$ cat src/gb_ppu_pkg.sv
package gb_ppu_pkg;

  //////////////////////////////////////////////////////////////////////
  // Frame timing, one clock per dot
  //////////////////////////////////////////////////////////////////////

  localparam logic [8:0] dots_per_line   = 9'd456;
  localparam logic [7:0] lines_per_frame = 8'd154;
  localparam logic [7:0] active_lines    = 8'd144;
  localparam logic [8:0] oam_dots        = 9'd80;
  localparam logic [8:0] transfer_dots   = 9'd172;
  localparam logic [7:0] screen_width    = 8'd160;

  // 20 visible tiles plus one for a fine scroll
  localparam logic [4:0] tiles_per_line  = 5'd21;

  //////////////////////////////////////////////////////////////////////
  // Bus decode and VRAM layout
  //////////////////////////////////////////////////////////////////////

  localparam logic [15:0] reg_base  = 16'hFF40;
  localparam logic [15:0] vram_base = 16'h8000;
  localparam logic [15:0] vram_top  = 16'hA000;

  // Offsets inside VRAM
  localparam logic [15:0] map_low          = 16'h1800;
  localparam logic [15:0] map_high         = 16'h1C00;
  localparam logic [15:0] tile_signed_base = 16'h1000;

  // Palette after reset, shades 3 3 3 0
  localparam logic [7:0] bgp_reset = 8'hFC;

  // STAT mode field encoding
  typedef enum logic [1:0] {
    hblank     = 2'd0,
    vblank     = 2'd1,
    oam_search = 2'd2,
    transfer   = 2'd3
  } ppu_mode_e;

  // Low byte of the register address
  typedef enum logic [7:0] {
    reg_lcdc = 8'h40,
    reg_stat = 8'h41,
    reg_scy  = 8'h42,
    reg_scx  = 8'h43,
    reg_ly   = 8'h44,
    reg_lyc  = 8'h45,
    reg_bgp  = 8'h47
  } reg_addr_e;

  typedef enum logic [2:0] {
    idle,
    map_addr,
    map_data,
    row_data,
    hand_off
  } fetch_state_e;

  // CPU visible control registers
  typedef struct packed {
    logic [7:0] lcdc;
    logic [7:0] scy;
    logic [7:0] scx;
    logic [7:0] lyc;
    logic [7:0] bgp;
    logic [3:0] stat_enable;  // STAT bits 6:3, LYC OAM VBL HBL
  } ppu_ctrl_t;

  // Beam position and current mode
  typedef struct packed {
    logic [7:0] ly;
    logic [8:0] dot;
    ppu_mode_e  mode;
  } raster_t;

  // One tile row, two bit planes
  typedef struct packed {
    logic [7:0] low;
    logic [7:0] high;
    logic       first;
  } tile_row_t;

endpackage

$ cat src/ppu_regs.sv
`timescale 1ns/1ns

module ppu_regs (
  input  logic                  clock,
  input  logic                  reset,
  input  logic [15:0]           addr,
  input  logic [7:0]            wdata,
  input  logic                  rd,
  input  logic                  wr,
  input  logic                  cs,
  output logic [7:0]            rdata,
  input  gb_ppu_pkg::raster_t   raster,
  output gb_ppu_pkg::ppu_ctrl_t ctrl,
  output logic [12:0]           vram_cpu_addr,
  output logic                  vram_cpu_we,
  input  logic [7:0]            vram_cpu_rdata
);

  logic        reg_hit;
  logic        vram_hit;
  logic        lcd_busy;
  logic [15:0] vram_off;
  logic [7:0]  stat;
  logic [7:0]  reg_rdata;
  logic [7:0]  rdata_q;
  logic        rd_vram_q;
  logic        rd_block_q;

  //////////////////////////////////////////////////////////////////////
  // Address decode
  //////////////////////////////////////////////////////////////////////

  // Register page FF40..FF4F
  assign reg_hit  = cs && (addr[15:8] == gb_ppu_pkg::reg_base[15:8]) &&
                    (addr[7:4] == gb_ppu_pkg::reg_base[7:4]);
  assign vram_hit = cs && (addr >= gb_ppu_pkg::vram_base) && (addr < gb_ppu_pkg::vram_top);

  // CPU locked out of VRAM while pixels are transferred
  assign lcd_busy = (raster.mode == gb_ppu_pkg::transfer);

  assign vram_off      = addr - gb_ppu_pkg::vram_base;
  assign vram_cpu_addr = vram_off[12:0];
  assign vram_cpu_we   = vram_hit && wr && !lcd_busy;

  // Top bit unused and reads high
  assign stat = {1'b1, ctrl.stat_enable, (raster.ly == ctrl.lyc), raster.mode};

  always_comb begin
    case (gb_ppu_pkg::reg_addr_e'(addr[7:0]))
      gb_ppu_pkg::reg_lcdc: reg_rdata = ctrl.lcdc;
      gb_ppu_pkg::reg_stat: reg_rdata = stat;
      gb_ppu_pkg::reg_scy:  reg_rdata = ctrl.scy;
      gb_ppu_pkg::reg_scx:  reg_rdata = ctrl.scx;
      gb_ppu_pkg::reg_ly:   reg_rdata = raster.ly;
      gb_ppu_pkg::reg_lyc:  reg_rdata = ctrl.lyc;
      gb_ppu_pkg::reg_bgp:  reg_rdata = ctrl.bgp;
      default:              reg_rdata = 8'hFF;
    endcase
    // Anything outside the page floats high
    if (!reg_hit) begin
      reg_rdata = 8'hFF;
    end
  end

  //////////////////////////////////////////////////////////////////////
  // Register file
  //////////////////////////////////////////////////////////////////////

  always_ff @(posedge clock) begin
    if (reset) begin
      ctrl     <= '0;
      ctrl.bgp <= gb_ppu_pkg::bgp_reset;
    end else if (reg_hit && wr) begin
      case (gb_ppu_pkg::reg_addr_e'(addr[7:0]))
        gb_ppu_pkg::reg_lcdc: ctrl.lcdc <= wdata;
        gb_ppu_pkg::reg_stat: ctrl.stat_enable <= wdata[6:3];
        gb_ppu_pkg::reg_scy:  ctrl.scy <= wdata;
        gb_ppu_pkg::reg_scx:  ctrl.scx <= wdata;
        gb_ppu_pkg::reg_lyc:  ctrl.lyc <= wdata;
        gb_ppu_pkg::reg_bgp:  ctrl.bgp <= wdata;
        // LY is read only here
        default: ;
      endcase
    end
  end

  // Read data one cycle after the strobe
  always_ff @(posedge clock) begin
    if (reset) begin
      rd_vram_q  <= 1'b0;
      rd_block_q <= 1'b0;
      rdata_q    <= 8'hFF;
    end else begin
      rd_vram_q  <= vram_hit && rd;
      rd_block_q <= lcd_busy;
      if (cs && rd) begin
        rdata_q <= reg_rdata;
      end
    end
  end

  // VRAM data arrives from the memory in the same cycle
  assign rdata = rd_vram_q ? (rd_block_q ? 8'hFF : vram_cpu_rdata) : rdata_q;

  // Counters in the transfer window must lock the write one cycle on
  a_no_vram_write_in_transfer: assert property (@(posedge clock) disable iff (reset)
    (ctrl.lcdc[7] && (raster.ly < gb_ppu_pkg::active_lines) &&
     (raster.dot >= gb_ppu_pkg::oam_dots) &&
     (raster.dot < gb_ppu_pkg::oam_dots + gb_ppu_pkg::transfer_dots))
    |=> !vram_cpu_we);

endmodule

$ cat config.mk
export PLATFORM = sky130hd
export DESIGN_NAME = ppu_regs
export DESIGN_NICKNAME = d
export VERILOG_FILES = /design/src/gb_ppu_pkg.sv /design/src/ppu_regs.sv
export SDC_FILE = /design/constraint.sdc
export NUM_CORES = 1
export LEC_CHECK = 0
export ABC_CLOCK_PERIOD_IN_PS = 2000
export BUFFER_PORTS_ARGS = -buffer_cell sky130_fd_sc_hd__buf_2
export CAP_MARGIN = 20
export CORE_ASPECT_RATIO = 0.75
export CORE_MARGIN = 2
export CORE_UTILIZATION = 44
export DETAILED_ROUTE_END_ITERATION = 6
export PLACE_DENSITY = 0.85
export SLEW_MARGIN = 20
export SYNTH_ARGS = -nofsm -noshare
export SYNTH_HDL_FRONTEND = slang
export SYNTH_SLANG_ARGS = --single-unit
$ cat constraint.sdc
create_clock -name clock -period 2 [get_ports clock]
set_input_delay 0.2 -clock clock [delete_from_list [all_inputs] [get_ports clock]]
set_output_delay 0.2 -clock clock [all_outputs]
set_load 0.005 [all_outputs]
**Word level (Yosys, flattened, before mapping)**

Cells that the tools add are included.

- Output and inout bits: 66
- Bits in registers: 54
- Logic and storage cells: 43
- Bits of input ports: 56

- Add/subtract/negate cells: 1
- Order comparisons: 2
- Reductions and logical operators: 16
- Mux-type cells: 4
- Eq/ne operators: 11

Operator list:

| cell | count |
|---|---|
| 8-bit by 7-bit equality test with 1-bit output (second input constant) | 7 |
| 8-bit one-hot mux with 7 select lines | 1 |
| 8-bit two-way mux | 3 |
| 16-bit >= comparator (second input constant) | 1 |
| 16-bit less-than comparator (second input constant) | 1 |
| 13-bit by 1-bit subtractor with 13-bit output (second input constant) | 1 |
| 2-bit AND reduction | 6 |
| 1-bit logical AND | 9 |
| 8-bit equality test | 1 |
| 8-bit equality test (second input constant) | 1 |
| 4-bit by 3-bit equality test with 1-bit output (second input constant) | 1 |
| 2-bit equality test (second input constant) | 1 |
| 1-bit zero test | 1 |

**Logic depth before layout (Yosys ltp)**

Gate-level depths: netlist of the first run.

- Depth after elaboration: 5
- Depth in mapped cells: 7
- Depth with buffers taken out: 4

**Worst setup path after synthesis of the first run**

Ideal clock, no wire load.

- Path kind: input -> register
- From: in addr[7]
- To: reg ctrl[29] (netlist bit)
- Setup time: 0.132 ns
- Setup slack: 0.038 ns
- Path buffers: 3
- Data required time: 1.868 ns
- Stages on the path: 7
- Arrival time: 1.830 ns
- Cells stage by stage: or4b_1 buf_6 or4_4 buf_6 buf_8 o21ai_1 a21oi_1

- Longest elaborated chain between the ends: 4
- Elaborated cells between the ends (all ways): 5
- Classes of those cells: 2 x eq/ne; 3 x reduce/logical

RTL lines:

| what | RTL line | text |
|---|---|---|
| from (decl) | ppu_regs.sv:6 | `input logic [15:0] addr,` |
| 4-bit by 3-bit equality test with 1-bit output | ppu_regs.sv:35 | `(addr[7:4] == gb_ppu_pkg::reg_base[7:4]);` |
| 1-bit logical AND | ppu_regs.sv:34 | `assign reg_hit = cs && (addr[15:8] == gb_ppu_pkg::reg_base[15:8]) &&` |
| 1-bit logical AND | ppu_regs.sv:73 | `end else if (reg_hit && wr) begin` |
| 2-bit AND reduction (no source line) * | -- |  |
| to (decl) | ppu_regs.sv:13 | `output gb_ppu_pkg::ppu_ctrl_t ctrl,` |

Every way passes the cells marked *; elsewhere a longest branch is shown, timed or not.
A chain may end at the register's enable or synchronous reset.

**Final worst setup path of the first run**

- From: in addr[7]
- To: reg ctrl[5] (netlist bit)

Same word-level chain as after synthesis.

==> run summary, run 1 <==
vias per cell: 6.14
R2R Path End: rdata_q[2]
fin nets: 504
DRC Markers: 0
crit-path max FO: 18
Simple-Gate Fraction of Synth Area: 22.4%
pre-CTS setup slack: -138 ps
Port Buffers: 112
maximum clock frequency: 552 MHz
max_cap viols: 0
Synth async-reset ratio: 0%
P&R area growth vs syn: 22.1%
worst r2r src: ctrl[14]
Data required, critical path: 2190 ps
Final HPWL DP: 7590 µm
PwrDens: 526 nW/µm²
WL/cell: 18.6 µm
Final period util: 90.6%
Post-synth top flop: dfxtp_1
detailed router's first-iteration violation count: 325
r2r worst-path depth: 4
CORE AREA: 6410 µm²
Clock Skew: 5.83 ps
adder-cell area share of the yosys netlist: 0%
Detail Route Antenna Nets: 0
Max Buffers Root-to-Sink: 2
worst hold slack: 81.9 ps
fillcell total: 600
initial core utilization: 46.2%
flop2flop setup slack: 660 ps
final hold viol count: 0
layout cells sized above 1: 33.7%
# setup viols final: 0
largest family of logic cells by synthesized area: compound AO/OA/AOI/OAI gates
Post-Route WL: 9840 µm
Clock Latency Late Sink: 310 ps
hold depth: 2
postcts setup bufs: 0
mux cell area share after synthesis: 5.95%
Leakage Power: 1.49 nW
Post-Syn Area: 2960 µm²
num ports: 122
CTS tree: yes
full die area: 7410 µm²
die height: 75.1 µm
Syn Inst Count: 349
Worst slew margin: 61.8%
total CTS buffers: 5
critical path class: in2reg
Synth Area in Compound Gates: 24.4%
Vias: 3249
sequential share of the synthesized area: 36.5%
diodes inserted: 0
root buf cell: clkbuf_8
post-cts repair resize count: 0
number of flops mapped to enable cells by yosys: 0
TritonCTS Sinks: 54
die width: 98.8 µm
Worst Setup End Kind: flip-flop
footprint of the multi-input gates: 1630 µm²
XOR/XNOR Fraction of Synth Area: 2.36%
Arr. time, crit path: 2000 ps
crit path time final: 1810 ps
Seq cells post-synth: 54
status: finished, final reports clean
Post-Syn Nets: 405
RSZ-0062 raised after global routing: false
HP Start: addr[14]
Worst Setup Start Kind: primary input
Total GRT Usage: 26.6%
Synth cell types: 49
number of synthesis warnings: 0
H-Tree Depth: 2
Min-Delay Path Class: in2reg
Peak VDD IR: 0.000335 V
Worst-path clk slew: 100 ps
sequential cell area: 1080 µm²
first-pass GRT wire length: 15300 µm
Slew Limit Fails: 0
Avg Cell Area, Syn: 8.49 µm²
grt total ovfl: 0
vias in the first global route: 2941
final core occ: 56.4%
Hold Buf Count CTS: 0
largest net degree at the start of global routing: 55
Hold Path End: rd_vram_q
1st-pass router iterations: 5
Row Count: 25
initial antenna violation count: 0
setup ws final: 187 ps
gpl congestion: 0.955
pin slew with the least headroom to its limit: 570 ps
-- power by group --
group | leakage (nW) | switching, mW | internal [mW]
Combinational | 1.01 | 0.144 | 0.0927
Clock | 0.0373 | 0.349 | 0.241
Sequential | 0.435 | 0.000946 | 1.08
-- critical path: stages --
cell     delay, ps
buf_2          100
or4b_1         660
or4_4          720
o21ai_0        230
a21oi_1         80
-- worst max-delay path by stage --
stage                        from       end  slack (ps)  cells after the start
after global placement    addr[7]   ctrl[5]         -90                      5
after floorplan           addr[7]  ctrl[29]          40                      7
after CTS                 addr[7]   ctrl[5]         190                      5
final                     addr[7]   ctrl[5]         190                      5
after detailed placement  addr[7]   ctrl[5]        -140                      5
after global routing      addr[7]   ctrl[5]         110                      5
-- placed cells by master (no fill, tap or decap), types with 2 or more instances in the layout --
cell       instances
nor4_1             5
a22oi_1            8
xor2_1             8
mux2_2             5
nor3_1             4
a31oi_1           11
o21ai_0           21
or2_2              2
nand4_1            3
mux2i_1           12
o2bb2ai_1          3
or3_1              2
a211o_1            6
a21oi_1           31
buf_4             18
nand2b_1          18
nor4b_1            3
o22a_1             7
and2_0             2
nand3_1           35
a22o_1            11
dfxtp_1           54
o21ai_1            9
nor2_1            18
and3_1             7
inv_1              2
clkbuf_8           5
buf_2            112
nand2_1            6
-- flip-flops by register name, indices dropped and copies added, names as in the netlist --
name and cells:
rd_vram_q 1, ctrl 44, rdata_q 8, rd_block_q 1
-- cell families after synthesis --
kind of cell,count (synthesis)
xor+xnor,8
simple gates,116
mux,17
flops,54
compound gates,113
buf+inv,41
-- Yosys cell counts (2+ instances only) --
cell       number  area [µm²]
o21ai_0        21         105
buf_4          14         105
xor2_1          8        70.1
buf_6           4        45.0
a211o_1         6        52.6
and2_0          2        12.5
nand3_1        35         175
nand2_1         6        22.5
o21ai_1         9        45.0
mux2i_1        12         120
nor4_1          5        31.3
a31oi_1        11        68.8
o22a_1          7        61.3
mux2_2          5        56.3
nor3_1          4        20.0
nor4b_1         3        26.3
or3_1           2        12.5
nand4_1         3        18.8
nor2_1         18        67.6
clkbuf_1       16        60.1
o2bb2ai_1       3        26.3
buf_1           2        7.51
buf_2           2        10.0
a21oi_1        31         155
a22oi_1         8        60.1
nand2b_1       18         113
dfxtp_1        54        1080
and3_1          7        43.8
a22o_1         11        96.3
inv_1           2        7.51
or2_2           2        12.5
-- through the flow --
stage | cells | instance area (µm²) | TNS (ps) | power (mW)
floorplan | 349 | 2960 | 0 | 1.22
global placement | 522 | 3540 | -1170 | 1.33
detailed placement | 522 | 3540 | -1700 | 1.33
CTS | 529 | 3620 | 0 | 1.90
global route | 529 | 3620 | 0 | 1.97
finish | 529 | 3620 | 0 | 1.90
-- cell type report --
| cell class | count | share of cell area [%] |
|---|---|---|
| clock buffers | 6 | 2.01 |
| clock inverters | 1 | 0.208 |
| inverters | 2 | 0.208 |
| multi-input cells | 254 | 45.1 |
| flip-flops and latches | 54 | 29.9 |
| well taps | 81 | 2.80 |
| repair buffers | 131 | 19.8 |
-- layer usage --
layer | routed length [µm] | track usage [%]
met5 | 0 | 0
met3 | 1070 | 5.01
met1 | 4230 | 37.3
met2 | 4340 | 42.2
met4 | 198 | 7.76
(Power assumes the default switching activity.)
==> run 2: changes to the inputs <==
--- a/config.mk
+++ b/config.mk
@@ -8,11 +8,13 @@
 export ABC_CLOCK_PERIOD_IN_PS = 2000
 export BUFFER_PORTS_ARGS = -buffer_cell sky130_fd_sc_hd__buf_2
 export CAP_MARGIN = 20
+export CELL_PAD_IN_SITES_DETAIL_PLACEMENT = 0
+export CELL_PAD_IN_SITES_GLOBAL_PLACEMENT = 1
 export CORE_ASPECT_RATIO = 0.75
 export CORE_MARGIN = 2
-export CORE_UTILIZATION = 44
+export CORE_UTILIZATION = 31
 export DETAILED_ROUTE_END_ITERATION = 6
-export PLACE_DENSITY = 0.85
+export PLACE_DENSITY = 0.77
 export SLEW_MARGIN = 20
 export SYNTH_ARGS = -nofsm -noshare
 export SYNTH_HDL_FRONTEND = slang
==> run summary, run 2 (synthesis results as in run 1) <==
initial antenna violation count: 0 (unchanged)
crit-path max FO: 18 (unchanged)
gpl congestion: 0.893 (was 0.955)
vias per cell: 5.44 (was 6.14)
final hold viol count: 0 (unchanged)
CTS tree: yes (unchanged)
Arr. time, crit path: 1990 ps (was 2000 ps)
total power: 2.17 mW (was 1.90 mW)
PwrDens: 580 nW/µm² (was 526 nW/µm²)
Peak VDD IR: 0.000373 V (was 0.000335 V)
H-Tree Depth: 2 (unchanged)
Clock Latency Late Sink: 290 ps (was 310 ps)
P_int: 1.63 mW (was 1.41 mW)
DRC Markers: 0 (unchanged)
HP Start: addr[13] (was addr[14])
setup ws final: 169 ps (was 187 ps)
Min-Delay Path Class: in2reg (unchanged)
P&R area growth vs syn: 26.3% (was 22.1%)
final setup TNS: 0 ps (unchanged)
Seq pwr share: 49.5% (was 56.6%)
RSZ-0062 raised after global routing: false (unchanged)
Data required, critical path: 2160 ps (was 2190 ps)
pin slew with the least headroom to its limit: 511 ps (was 570 ps)
NetSw: 543 µW (was 494 µW)
Worst Setup End Kind: flip-flop (unchanged)
Metal-1 WL: 5020 µm (was 4230 µm)
Crit. Startpoint: addr[7] (unchanged)
root buf cell: clkbuf_16 (was clkbuf_8)
Detail Route Antenna Nets: 0 (unchanged)
Clock Skew: 10.7 ps (was 5.83 ps)
top flop regs: ctrl: 44 flops, rdata_q: 8 flops (unchanged)
Max Buffers Root-to-Sink: 2 (unchanged)
layout cells sized above 1: 34.1% (was 33.7%)
post-route cell area: 3740 µm² (was 3620 µm²)
Non-Filler Instances: 577 (was 529)
total CTS buffers: 5 (unchanged)
Port Buffers: 112 (unchanged)
diodes inserted: 0 (unchanged)
final core occ: 40.9% (was 56.4%)
TritonCTS Sinks: 54 (unchanged)
full die area: 10400 µm² (was 7410 µm²)
Sw Share: 25.0% (was 26.0%)
die width: 117 µm (was 98.8 µm)
Biggest register: ctrl (unchanged)
worst r2r src: ctrl[15] (was ctrl[14])
fin nets: 505 (was 504)
Leakage Power: 1.52 nW (was 1.49 nW)
Hold Buf Count CTS: 0 (unchanged)
num ports: 122 (unchanged)
CORE AREA: 9160 µm² (was 6410 µm²)
initial core utilization: 32.3% (was 46.2%)
max_cap viols: 0 (unchanged)
critical path class: in2reg (unchanged)
status: finished, final reports clean (unchanged)
routed wl met3: 1030 µm (was 1070 µm)
Largest register FFs: 44 (unchanged)
# setup viols final: 0 (unchanged)
detailed router's first-iteration violation count: 292 (was 325)
Row Count: 30 (was 25)
Total GRT Usage: 20.3% (was 26.6%)
Final period util: 91.6% (was 90.6%)
Vias: 3140 (was 3249)
1st-pass router iterations: 5 (unchanged)
die height: 88.7 µm (was 75.1 µm)
maximum clock frequency: 546 MHz (was 552 MHz)
Worst-path clk slew: 70 ps (was 100 ps)
Worst slew margin: 65.8% (was 61.8%)
first-pass GRT wire length: 15800 µm (was 15300 µm)
crit path time final: 1830 ps (was 1810 ps)
cell total after placement: 570 (was 522)
postcts setup bufs: 0 (unchanged)
pre-CTS setup slack: -119 ps (was -138 ps)
WL/cell: 18.3 µm (was 18.6 µm)
top sig layer: met4 (unchanged)
largest net degree at the start of global routing: 43 (was 55)
Final HPWL DP: 8210 µm (was 7590 µm)
commonest non-fill, non-tap cell in the layout: buf_2 (unchanged)
wire length on met2: 4450 µm (was 4340 µm)
Worst Setup Start Kind: primary input (unchanged)
worst hold slack: 112 ps (was 81.9 ps)
most frequent cells in the layout: buf_2, dfxtp_1, nand3_1 (unchanged)
vias in the first global route: 2875 (was 2941)
Post-Route WL: 10600 µm (was 9840 µm)
post-cts repair resize count: 0 (unchanged)
Slew Limit Fails: 0 (unchanged)
Clk pwr share: 39.4% (was 31.0%)
Gate power share: 11.1% (was 12.4%)
grt total ovfl: 0 (unchanged)
Placed Instance Area: 3600 µm² (was 3540 µm²)
## run 2: critical path, stage by stage
cell and delay (ps):
buf_2 110, or4b_1 650, or4_4 720, o21ai_0 220, a21oi_1 90
## run 2: final timing paths
kind / endpoint / cells after the start / slack, ps
setup / recovery: ctrl[20] / 5 / 170
hold / removal: rd_vram_q / 2 / 110
setup reg to reg: rdata_q[2] / 4 / 530
hold reg to reg: ctrl[28] / 2 / 470
## run 2: layer usage
| layer | GRT usage [%] | vias up |
|---|---|---|
| met1 | 30.3 | 1467 |
| met3 | 3.63 | 7 |
| met4 | 3.10 | 0 |
| li1 | - | 1493 |
| met5 | 0 | - |
| met2 | 31.0 | 173 |
## run 2: layout make-up
cell class | count | area, µm²
clock buffer | 5 | 125
clock inverter | 2 | 13.8
fill | 979 | 5420
inverter | 2 | 7.51
multi-input combinational | 254 | 1630
sequential | 54 | 1080
tap | 128 | 160
timing repair buffer | 132 | 723
## run 2: power by group through the flow
stage,Combinational (mW),Clock (mW),Sequential (mW)
finish,0.240,0.855,1.08
global route,0.261,0.907,1.08
CTS,0.238,0.861,1.08
detailed placement,0.238,0,1.10
global placement,0.234,0,1.10
floorplan,0.124,0,1.10
==> run 3: changes to the inputs <==
--- a/config.mk
+++ b/config.mk
@@ -15,6 +15,7 @@
 export CORE_UTILIZATION = 31
 export DETAILED_ROUTE_END_ITERATION = 6
 export PLACE_DENSITY = 0.77
+export RECOVER_POWER = 50
 export SLEW_MARGIN = 20
 export SYNTH_ARGS = -nofsm -noshare
 export SYNTH_HDL_FRONTEND = slang
==> run summary, run 3 (synthesis results as in run 1) <==
H-Tree Depth: 2 (unchanged)
num ports: 122 (unchanged)
P_int: 1.62 mW (was 1.63 mW)
Total GRT Usage: 20.3% (unchanged)
# setup viols final: 0 (unchanged)
total CTS buffers: 5 (unchanged)
die width: 117 µm (unchanged)
CP cell instances: buf_2 -> or4b_1 -> or4_4 -> o21ai_0 -> a21oi_1 (unchanged)
Post-Route WL: 10600 µm (about the same)
CP peak stage delay: 720 ps (about the same)
Row Count: 30 (unchanged)
pin slew with the least headroom to its limit: 537 ps (was 511 ps)
CTS tree: yes (unchanged)
commonest non-fill, non-tap cell in the layout: buf_2 (unchanged)
Port Buffers: 112 (unchanged)
Vias: 3157 (was 3140)
Worst slew margin: 64.2% (was 65.8%)
fin nets: 505 (unchanged)
Gate power share: 10.9% (was 11.1%)
initial core utilization: 32.3% (unchanged)
gpl congestion: 0.893 (unchanged)
Largest register FFs: 44 (unchanged)
Crit-path slowest cell: or4_4 (unchanged)
Worst Setup End Kind: flip-flop (unchanged)
Hold Buf Count CTS: 0 (unchanged)
NetSw: 542 µW (was 543 µW)
vias per cell: 5.47 (was 5.44)
vias in the first global route: 2875 (unchanged)
Worst-path clk slew: 70 ps (about the same)
Detail Route Antenna Nets: 0 (unchanged)
Seq pwr share: 49.7% (was 49.5%)
final hold viol count: 0 (unchanged)
Data required, critical path: 2160 ps (about the same)
crit-path max FO: 18 (unchanged)
total power: 2.17 mW (about the same)
critical path class: in2reg (unchanged)
Clk pwr share: 39.4% (about the same)
Max Buffers Root-to-Sink: 2 (unchanged)
DRC Markers: 0 (unchanged)
Clock Skew: 8.47 ps (was 10.7 ps)
Arr. time, crit path: 2000 ps (was 1990 ps)
Min-Delay Path Class: in2reg (unchanged)
layout cells sized above 1: 24.9% (was 34.1%)
die height: 88.7 µm (unchanged)
RSZ-0062 raised after global routing: false (unchanged)
diodes inserted: 0 (unchanged)
first-pass GRT wire length: 15800 µm (unchanged)
1st-pass router iterations: 5 (unchanged)
crit path time final: 1840 ps (was 1830 ps)
full die area: 10400 µm² (unchanged)
detailed router's first-iteration violation count: 227 (was 292)
root buf cell: clkbuf_16 (unchanged)
largest net degree at the start of global routing: 43 (unchanged)
Biggest register: ctrl (unchanged)
post-cts repair resize count: 0 (unchanged)
Sw Share: 25.0% (about the same)
Clock Latency Late Sink: 290 ps (about the same)
maximum clock frequency: 545 MHz (was 546 MHz)
Worst Setup Start Kind: primary input (unchanged)
Final HPWL DP: 8210 µm (unchanged)
postcts setup bufs: 0 (unchanged)
Leakage Power: 1.37 nW (was 1.52 nW)
WL/cell: 18.4 µm (was 18.3 µm)
CORE AREA: 9160 µm² (unchanged)
top flop regs: ctrl: 44 flops, rdata_q: 8 flops (unchanged)
fillcell total: 992 (was 979)
initial antenna violation count: 0 (unchanged)
Slew Limit Fails: 0 (unchanged)
P&R area growth vs syn: 24.4% (was 26.3%)
status: finished, final reports clean (unchanged)
TritonCTS Sinks: 54 (unchanged)
max_cap viols: 0 (unchanged)
Peak VDD IR: 0.000367 V (was 0.000373 V)
PwrDens: 588 nW/µm² (was 580 nW/µm²)
Final period util: 91.8% (was 91.6%)
most frequent cells in the layout: buf_2, dfxtp_1, clkbuf_1 (was buf_2, dfxtp_1, nand3_1)
grt total ovfl: 0 (unchanged)
final core occ: 40.2% (was 40.9%)
-- run 3: area by class of cell --
class                      instances  area (µm²)  share of cell area (%)
tap                              128         160                    4.34
timing repair buffer             132         667                    18.1
clock inverter                     2        13.8                   0.373
inverter                           2        7.51                   0.204
sequential                        54        1080                    29.3
clock buffer                       5         125                    3.39
multi-input combinational        254        1630                    44.3
-- run 3: power groups by stage --
stage               Combinational (mW)  Sequential [mW]  Clock, mW
floorplan                        0.124             1.10          0
global placement                 0.234             1.10          0
detailed placement               0.238             1.10          0
CTS                              0.238             1.08      0.861
global route                     0.256             1.08      0.907
finish                           0.237             1.08      0.855
-- run 3: final timing paths --
check            from          to  slack, ps  depth (start not counted)
max           addr[7]    ctrl[20]        160                          5
min          addr[14]   rd_vram_q        110                          2
max reg2reg  ctrl[15]  rdata_q[2]        540                          4
min reg2reg  ctrl[28]    ctrl[28]        470                          2
-- run 3: layer usage --
layer  GRT usage, %  share of wire (%)  up-vias
met3           3.63                8.8        7
met2           31.0                 42      165
li1               -                  -     1492
met5              0                  0        -
met4           3.10               0.57        0
met1           30.3                 48     1493
-- run 3: through the flow --
step | worst slack (ps) | area [µm²] | setup TNS [ps] | hold WS, ps | cells
floorplan | 37.7 | 2960 | 0 | 276 | 349
global placement | -107 | 3600 | -957 | 408 | 570
detailed placement | -119 | 3600 | -1470 | 411 | 570
CTS | 175 | 3740 | 0 | 110 | 577
global route | 111 | 3690 | 0 | 115 | 577
finish | 164 | 3690 | 0 | 106 | 577
-- run 3: critical path, delay by kind of cell --
| family | cells | cell delay, ps |
|---|---|---|
| simple gates | 2 | 1370 |
| compound gates | 2 | 310 |
| buf+inv | 1 | 110 |
